File: config.mk
export PLATFORM = sky130hd
export DESIGN_NAME = cache_perf_monitor
export DESIGN_NICKNAME = d
export VERILOG_FILES = /design/src/common/perf_pkg.sv /design/src/perf_report/report_formatter.sv /design/src/rtl/cache_perf_monitor.sv /design/src/rtl/event_counter_bank.sv /design/src/rtl/report_timer.sv
export VERILOG_INCLUDE_DIRS = /design/src /design/src/common
export SDC_FILE = /design/constraint.sdc
export NUM_CORES = 1
export LEC_CHECK = 0
export ABC_AREA = 1
export BUFFER_PORTS_ARGS = -buffer_cell sky130_fd_sc_hd__clkbuf_2
export CORE_MARGIN = 2
export CORE_UTILIZATION = 55
export CTS_CLUSTER_SIZE = 20
export DETAILED_ROUTE_END_ITERATION = 8
export PLACE_DENSITY = 0.71
export SKIP_CTS_REPAIR_TIMING = 1
export SLEW_MARGIN = 10
export SYNTH_ARGS = -nofsm -noshare
export SYNTH_HDL_FRONTEND = slang
export SYNTH_SLANG_ARGS = --single-unit
File: constraint.sdc
create_clock -name clk -period 5.9 [get_ports clk]
set_input_delay 1.18 -clock clk [delete_from_list [all_inputs] [get_ports clk]]
set_output_delay 1.18 -clock clk [all_outputs]
set_load 0.01 [all_outputs]
File: src/common/perf_macros.svh
`ifndef PERF_MACROS_SVH
`define PERF_MACROS_SVH

// width of every event counter and of the two access sums
`define PERF_CNT_W 12

// clock cycles from one report strobe to the next
`define PERF_REPORT_PERIOD 120

// tag plus six hex digits, three groups
`define PERF_RECORD_LEN 21

// hex digits printed per counter value
`define PERF_HEX_DIGITS 3

// ascii tag letters, one per group
`define PERF_TAG_L1I 8'h61
`define PERF_TAG_L1D 8'h62
`define PERF_TAG_L2 8'h63

`endif

File: src/common/perf_pkg.sv
`default_nettype none

`include "perf_macros.svh"

package perf_pkg;

	// raw event lines from the cache, level signals
	typedef struct packed {
		logic l1i_read;
		logic l1i_miss;
		logic l1d_read;
		logic l1d_write;
		logic l1d_miss;
		logic l2_read;
		logic l2_write;
		logic l2_miss;
	} cache_events_t;

	// cumulative rising-edge counts, same field order as the events
	typedef struct packed {
		logic [`PERF_CNT_W-1:0] l1i_read;
		logic [`PERF_CNT_W-1:0] l1i_miss;
		logic [`PERF_CNT_W-1:0] l1d_read;
		logic [`PERF_CNT_W-1:0] l1d_write;
		logic [`PERF_CNT_W-1:0] l1d_miss;
		logic [`PERF_CNT_W-1:0] l2_read;
		logic [`PERF_CNT_W-1:0] l2_write;
		logic [`PERF_CNT_W-1:0] l2_miss;
	} perf_counts_t;

	// one byte towards the sink, no ready
	typedef struct packed {
		logic       valid;
		logic [7:0] data;
	} report_beat_t;

endpackage

`default_nettype wire

File: src/perf_report/report_formatter.sv
`default_nettype none

`include "perf_macros.svh"

module report_formatter (
	input  wire                    clk,
	input  wire                    rstn,
	input  logic                   report_strobe_i,
	input  perf_pkg::perf_counts_t  counts_i,
	output perf_pkg::report_beat_t  beat_o
);

	localparam int IDX_W = $clog2(`PERF_RECORD_LEN);
	localparam logic [IDX_W-1:0] LAST_IDX = IDX_W'(`PERF_RECORD_LEN - 1);

	// snapshot taken at the strobe
	logic [`PERF_CNT_W-1:0] l1i_miss_q;
	logic [`PERF_CNT_W-1:0] l1i_read_q;
	logic [`PERF_CNT_W-1:0] l1d_miss_q;
	logic [`PERF_CNT_W-1:0] l1d_acc_q;
	logic [`PERF_CNT_W-1:0] l2_miss_q;
	logic [`PERF_CNT_W-1:0] l2_acc_q;

	// index of the byte sent next, 0 when idle
	logic [IDX_W-1:0] idx_q;
	logic [7:0]       rec_byte;

	function automatic logic [7:0] hex_char(input logic [3:0] nib);
		if (nib < 4'd10)
			return 8'h30 + {4'h0, nib};
		return 8'h41 + {4'h0, nib - 4'd10};
	endfunction

	// pos 0 is the least significant digit
	function automatic logic [7:0] digit(
		input logic [`PERF_CNT_W-1:0] val,
		input int unsigned            pos
	);
		return hex_char(val[4*pos +: 4]);
	endfunction

	// sums are cut to counter width on purpose
	always_ff @(posedge clk) begin
		if (report_strobe_i) begin
			l1i_miss_q <= counts_i.l1i_miss;
			l1i_read_q <= counts_i.l1i_read;
			l1d_miss_q <= counts_i.l1d_miss;
			l1d_acc_q  <= counts_i.l1d_read + counts_i.l1d_write;
			l2_miss_q  <= counts_i.l2_miss;
			l2_acc_q   <= counts_i.l2_read + counts_i.l2_write;
		end
	end

	// record layout, miss then access, msd first
	always_comb begin
		case (idx_q)
			5'd0:    rec_byte = `PERF_TAG_L1I;
			5'd1:    rec_byte = digit(l1i_miss_q, 2);
			5'd2:    rec_byte = digit(l1i_miss_q, 1);
			5'd3:    rec_byte = digit(l1i_miss_q, 0);
			5'd4:    rec_byte = digit(l1i_read_q, 2);
			5'd5:    rec_byte = digit(l1i_read_q, 1);
			5'd6:    rec_byte = digit(l1i_read_q, 0);
			5'd7:    rec_byte = `PERF_TAG_L1D;
			5'd8:    rec_byte = digit(l1d_miss_q, 2);
			5'd9:    rec_byte = digit(l1d_miss_q, 1);
			5'd10:   rec_byte = digit(l1d_miss_q, 0);
			5'd11:   rec_byte = digit(l1d_acc_q, 2);
			5'd12:   rec_byte = digit(l1d_acc_q, 1);
			5'd13:   rec_byte = digit(l1d_acc_q, 0);
			5'd14:   rec_byte = `PERF_TAG_L2;
			5'd15:   rec_byte = digit(l2_miss_q, 2);
			5'd16:   rec_byte = digit(l2_miss_q, 1);
			5'd17:   rec_byte = digit(l2_miss_q, 0);
			5'd18:   rec_byte = digit(l2_acc_q, 2);
			5'd19:   rec_byte = digit(l2_acc_q, 1);
			5'd20:   rec_byte = digit(l2_acc_q, 0);
			default: rec_byte = 8'h00;
		endcase
	end

	always_ff @(posedge clk) begin
		if (!rstn) begin
			idx_q  <= '0;
			beat_o <= '0;
		end else if (report_strobe_i) begin
			// idx is 0 here, so this is the first tag
			beat_o.valid <= 1'b1;
			beat_o.data  <= rec_byte;
			idx_q        <= IDX_W'(1);
		end else if (idx_q != '0) begin
			beat_o.valid <= 1'b1;
			beat_o.data  <= rec_byte;
			if (idx_q == LAST_IDX)
				idx_q <= '0;
			else
				idx_q <= idx_q + 1'b1;
		end else begin
			beat_o.valid <= 1'b0;
			beat_o.data  <= 8'h00;
		end
	end

	// sink cannot stall, so a new strobe must wait for the record to end
	a_no_overlap: assert property (
		@(posedge clk) disable iff (!rstn)
		report_strobe_i |-> (idx_q == '0)
	);

	a_record_len: assert property (
		@(posedge clk) disable iff (!rstn)
		$rose(beat_o.valid) |-> beat_o.valid [*`PERF_RECORD_LEN] ##1 !beat_o.valid
	);

	a_period_fits: assert property (
		@(posedge clk) disable iff (!rstn)
		`PERF_REPORT_PERIOD > `PERF_RECORD_LEN
	);

endmodule

`default_nettype wire

File: src/rtl/cache_perf_monitor.sv
`default_nettype none

module cache_perf_monitor (
	input  wire                    clk,
	input  wire                    rstn,
	input  perf_pkg::cache_events_t events_i,
	output perf_pkg::report_beat_t  beat_o
);

	import perf_pkg::*;

	perf_counts_t counts;
	logic         report_strobe;

	// free-running edge counters
	event_counter_bank event_counter_bank_inst (
		.clk      (clk),
		.rstn     (rstn),
		.events_i (events_i),
		.counts_o (counts)
	);

	report_timer report_timer_inst (
		.clk             (clk),
		.rstn            (rstn),
		.report_strobe_o (report_strobe)
	);

	// one record per strobe, 21 cycles long
	report_formatter report_formatter_inst (
		.clk             (clk),
		.rstn            (rstn),
		.report_strobe_i (report_strobe),
		.counts_i        (counts),
		.beat_o          (beat_o)
	);

endmodule

`default_nettype wire

File: src/rtl/event_counter_bank.sv
`default_nettype none

`include "perf_macros.svh"

module event_counter_bank (
	input  wire                    clk,
	input  wire                    rstn,
	input  perf_pkg::cache_events_t events_i,
	output perf_pkg::perf_counts_t  counts_o
);

	import perf_pkg::*;

	cache_events_t prev_q;
	cache_events_t rise;

	// one cycle old sample of every line
	always_ff @(posedge clk) begin
		if (!rstn) begin
			prev_q <= '0;
		end else begin
			prev_q <= events_i;
		end
	end

	// high only on the first sample of a high level
	assign rise = events_i & ~prev_q;

	function automatic logic [`PERF_CNT_W-1:0] bump(
		input logic [`PERF_CNT_W-1:0] cnt,
		input logic                   hit
	);
		if (hit)
			return cnt + 1'b1;
		return cnt;
	endfunction

	// counters wrap silently at the top
	always_ff @(posedge clk) begin
		if (!rstn) begin
			counts_o <= '0;
		end else begin
			counts_o.l1i_read  <= bump(counts_o.l1i_read, rise.l1i_read);
			counts_o.l1i_miss  <= bump(counts_o.l1i_miss, rise.l1i_miss);
			counts_o.l1d_read  <= bump(counts_o.l1d_read, rise.l1d_read);
			counts_o.l1d_write <= bump(counts_o.l1d_write, rise.l1d_write);
			counts_o.l1d_miss  <= bump(counts_o.l1d_miss, rise.l1d_miss);
			counts_o.l2_read   <= bump(counts_o.l2_read, rise.l2_read);
			counts_o.l2_write  <= bump(counts_o.l2_write, rise.l2_write);
			counts_o.l2_miss   <= bump(counts_o.l2_miss, rise.l2_miss);
		end
	end

endmodule

`default_nettype wire

File: src/rtl/report_timer.sv
`default_nettype none

`include "perf_macros.svh"

module report_timer (
	input  wire  clk,
	input  wire  rstn,
	output logic report_strobe_o
);

	localparam int CNT_W = $clog2(`PERF_REPORT_PERIOD);
	localparam logic [CNT_W-1:0] LAST_CYCLE = CNT_W'(`PERF_REPORT_PERIOD - 1);

	logic [CNT_W-1:0] cycle_q;
	logic             wrap;

	assign wrap = (cycle_q == LAST_CYCLE);

	always_ff @(posedge clk) begin
		if (!rstn) begin
			cycle_q         <= '0;
			report_strobe_o <= 1'b0;
		end else begin
			if (wrap)
				cycle_q <= '0;
			else
				cycle_q <= cycle_q + 1'b1;
			// strobe sits in the cycle after the wrap
			report_strobe_o <= wrap;
		end
	end

	a_strobe_single: assert property (
		@(posedge clk) disable iff (!rstn)
		report_strobe_o |=> !report_strobe_o
	);

endmodule

`default_nettype wire

==> impl_metrics.ini <==
[clock_tree]
cts_tree = built
clk_pin_slew_ps = 70
clockBufferDepth = 2
htree_levels = 4
cts.sinks = 197
clkLatencyLatePin_ps = 450
clock-root-buffer = clkbuf_16
numCtsBuffers = 17

[layout]
final_net_count = 1837
multi_input_area_um2 = 6603
seq_area_um2 = 4668
syn_to_final_growth_pct = 7.442
drive_above_1_share_pct = 5.492
final_util_pct = 60.40
antenna_cells = 0
fillers = 2056
final_common_cell = nand2_1
mostFrequentLayoutCells = 452 x nand2_1, 247 x inv_1, 231 x nor2_1

[sta]
relSlewSlack_pct = 32.69
fin_crit_ps = 2546
tightest_slew_ps = 1010
tns_ps = 0
setup_violations = 0
finClkSkew_ps = 13.92
hold_viol_final = 0
period_share_pct = 43.15
rsz0062_at_grt = no
fmax_mhz = 392.8
drv_slew = 0

[worst_setup_path]
critPathKind = in2reg
required_ps = 6260
path_cells = clkbuf_2 -> buf_4 -> o21ai_0 -> inv_1 -> o21ai_4 -> a21oi_1
crit_fanout = 53
critPathLaunchType = primary input
end_kind = register
slowest_delay_ps = 720
crit_arrival_ps = 2910
reg2reg_depth = 13
cpMaxStageDelayCell = clkbuf_2

[run_status]
run_status = complete, no violations

[grt]
grt_pass1_vias = 10010
grt_max_degree = 54
track_usage_pct = 24.07
grt_pass1_wl_um = 46820
antenna_found_initial = 0
gr-total-overflow = 0

[synth]
synth_flop_cell = dfxtp_1
syn_inst = 1712
avgSynthCellArea_um2 = 7.189
async_reset_ff_share_pct = 0
syn_nets = 1814
yosysWarnings = 0
synth_seq_cells = 197
ys_types = 48
synth_seq_area_share_pct = 37.90
netlist_area_um2 = 12310
synth_edf_count = 72

[drt]
drt_first_pass_iters = 5
wl_per_cell_um = 13.52
final_antenna_net_count = 0
drcViolationCount = 0
avgViaCountPerCell = 5.198
routed_wl_um = 27420
vias = 10540
drtIter0Drc = 727

[pwr]
p_leak_nw = 6.091
internal_power_mw = 2.101
p_comb_share_pct = 12.6
p_clk_share_pct = 37.4
ir_drop_v = 0.0001846
power_switching_mw = 0.8263
seq_power_share_pct = 49.9
p_per_area_nw_per_um2 = 221.4
switching_share_pct = 28.22

[floorplanning]
die_w_um = 153.6
die_y_um = 153.6
row_count = 54
initial_core_util_pct = 56.22
num_io_pins = 19
core_um2 = 21890
die_area_um2 = 23590

[placement]
dp.final_hpwl_um = 21400
io_buffers = 17
globalplace.congestion = 1.016

[worst_hold_path]
hold_path.class = reg2reg
min_path_cells = 0

[job]
maxCapViolCount = 0
-- sequential cells by signal, indices dropped and copies added, names as in the netlist --
register,count
report_timer_inst.report_strobe_o,1
event_counter_bank_inst.prev_q,8
report_formatter_inst.beat_o,8
report_formatter_inst.idx_q,5
report_formatter_inst.l1i_miss_q,12
event_counter_bank_inst.counts_o,96
report_timer_inst.cycle_q,7
report_formatter_inst.l1i_read_q,12
report_formatter_inst.l1d_miss_q,12
report_formatter_inst.l2_miss_q,12
report_formatter_inst.l2_acc_q,12
report_formatter_inst.l1d_acc_q,12
-- area by class of cell --
type / instances / area share [%]
multi-input cells: 1248 / 49.93
clock buffers: 18 / 3.246
inverters: 251 / 7.163
repair buffers: 20 / 0.8138
well taps: 280 / 2.650
clock inverters: 14 / 0.8895
flip-flops and latches: 197 / 35.30
-- routing by layer --
metal	GRT usage (%)	share of wire, %	vias to the layer above	wire length [um]
met2	39.70	45	209	12330
li1	-	-	5548	-
met3	3.495	3.8	43	1038
met4	8.170	2.6	0	719
met1	32.56	49	4742	13340
met5	0	0	-	0
-- path summary, 6_finish.rpt --
path / start / slack, ps / end
setup reg to reg: report_formatter_inst.idx_q[3] / 3630 / report_formatter_inst.beat_o[2]
hold / removal: event_counter_bank_inst.counts_o[94] / 430 / report_formatter_inst.l1i_read_q[10]
hold reg to reg: event_counter_bank_inst.counts_o[94] / 430 / report_formatter_inst.l1i_read_q[10]
setup / recovery: rstn / 3350 / report_formatter_inst.beat_o[6]
-- cells by family after synthesis --
family,share of synthesized area [%]
DFF,37.90
AOI/OAI and AO/OA,8.418
muxes,0.1627
adders and majority gates,9.475
and+or+nand+nor,31.58
xor gates and xnor gates,3.985
buffers and inverters,8.448
other,0.03047
-- worst max-delay path, delay by kind of cell --
family / cells / cell delay [ps]
compound gates: 3 / 390
buf+inv: 3 / 1310
-- per-stage QoR --
| step | setup WS, ps | hold slack [ps] | cell area [um2] | total power, mW | std cells |
|---|---|---|---|---|---|
| 3_5_place_dp | 2896 | 419.0 | 12680 | 1.851 | 1996 |
| 4_1_cts | 3344 | 432.3 | 13220 | 2.942 | 2028 |
| 3_3_place_gp | 2943 | 413.4 | 12680 | 1.851 | 1996 |
| 2_1_floorplan | 3292 | 408.2 | 12310 | 1.742 | 1712 |
| 6_report | 3354 | 432.5 | 13220 | 2.927 | 2028 |
| 5_1_grt | 3136 | 450.6 | 13220 | 3.050 | 2028 |
-- synth_stat cells, types with 4 or more instances --
master,number,share of area [%]
a21oi_1,86,3.5
clkbuf_1,8,0.24
dfxtp_1,125,20
edfxtp_1,72,18
ha_1,90,9.2
inv_1,247,7.5
nand2_1,452,14
nand2_2,4,0.20
nand2_4,5,0.46
nand3_1,114,4.6
nand3b_1,9,0.55
nand4_1,24,1.2
nor2_1,231,7.0
nor2_2,18,0.92
nor2_4,7,0.64
nor3_1,25,1.0
nor3b_1,6,0.37
o21a_1,7,0.43
o21ai_0,78,3.2
o21bai_1,4,0.24
xnor2_1,19,1.4
xor2_1,37,2.6
-- power by group through the flow --
stage / Combinational, mW / Clock, mW / Sequential, mW
2_1_floorplan: 0.250 / 0 / 1.49
3_3_place_gp: 0.358 / 0 / 1.49
3_5_place_dp: 0.358 / 0 / 1.49
4_1_cts: 0.363 / 1.12 / 1.46
5_1_grt: 0.412 / 1.17 / 1.47
6_report: 0.370 / 1.10 / 1.46
Note: power is estimated with default switching activity, not from simulation.
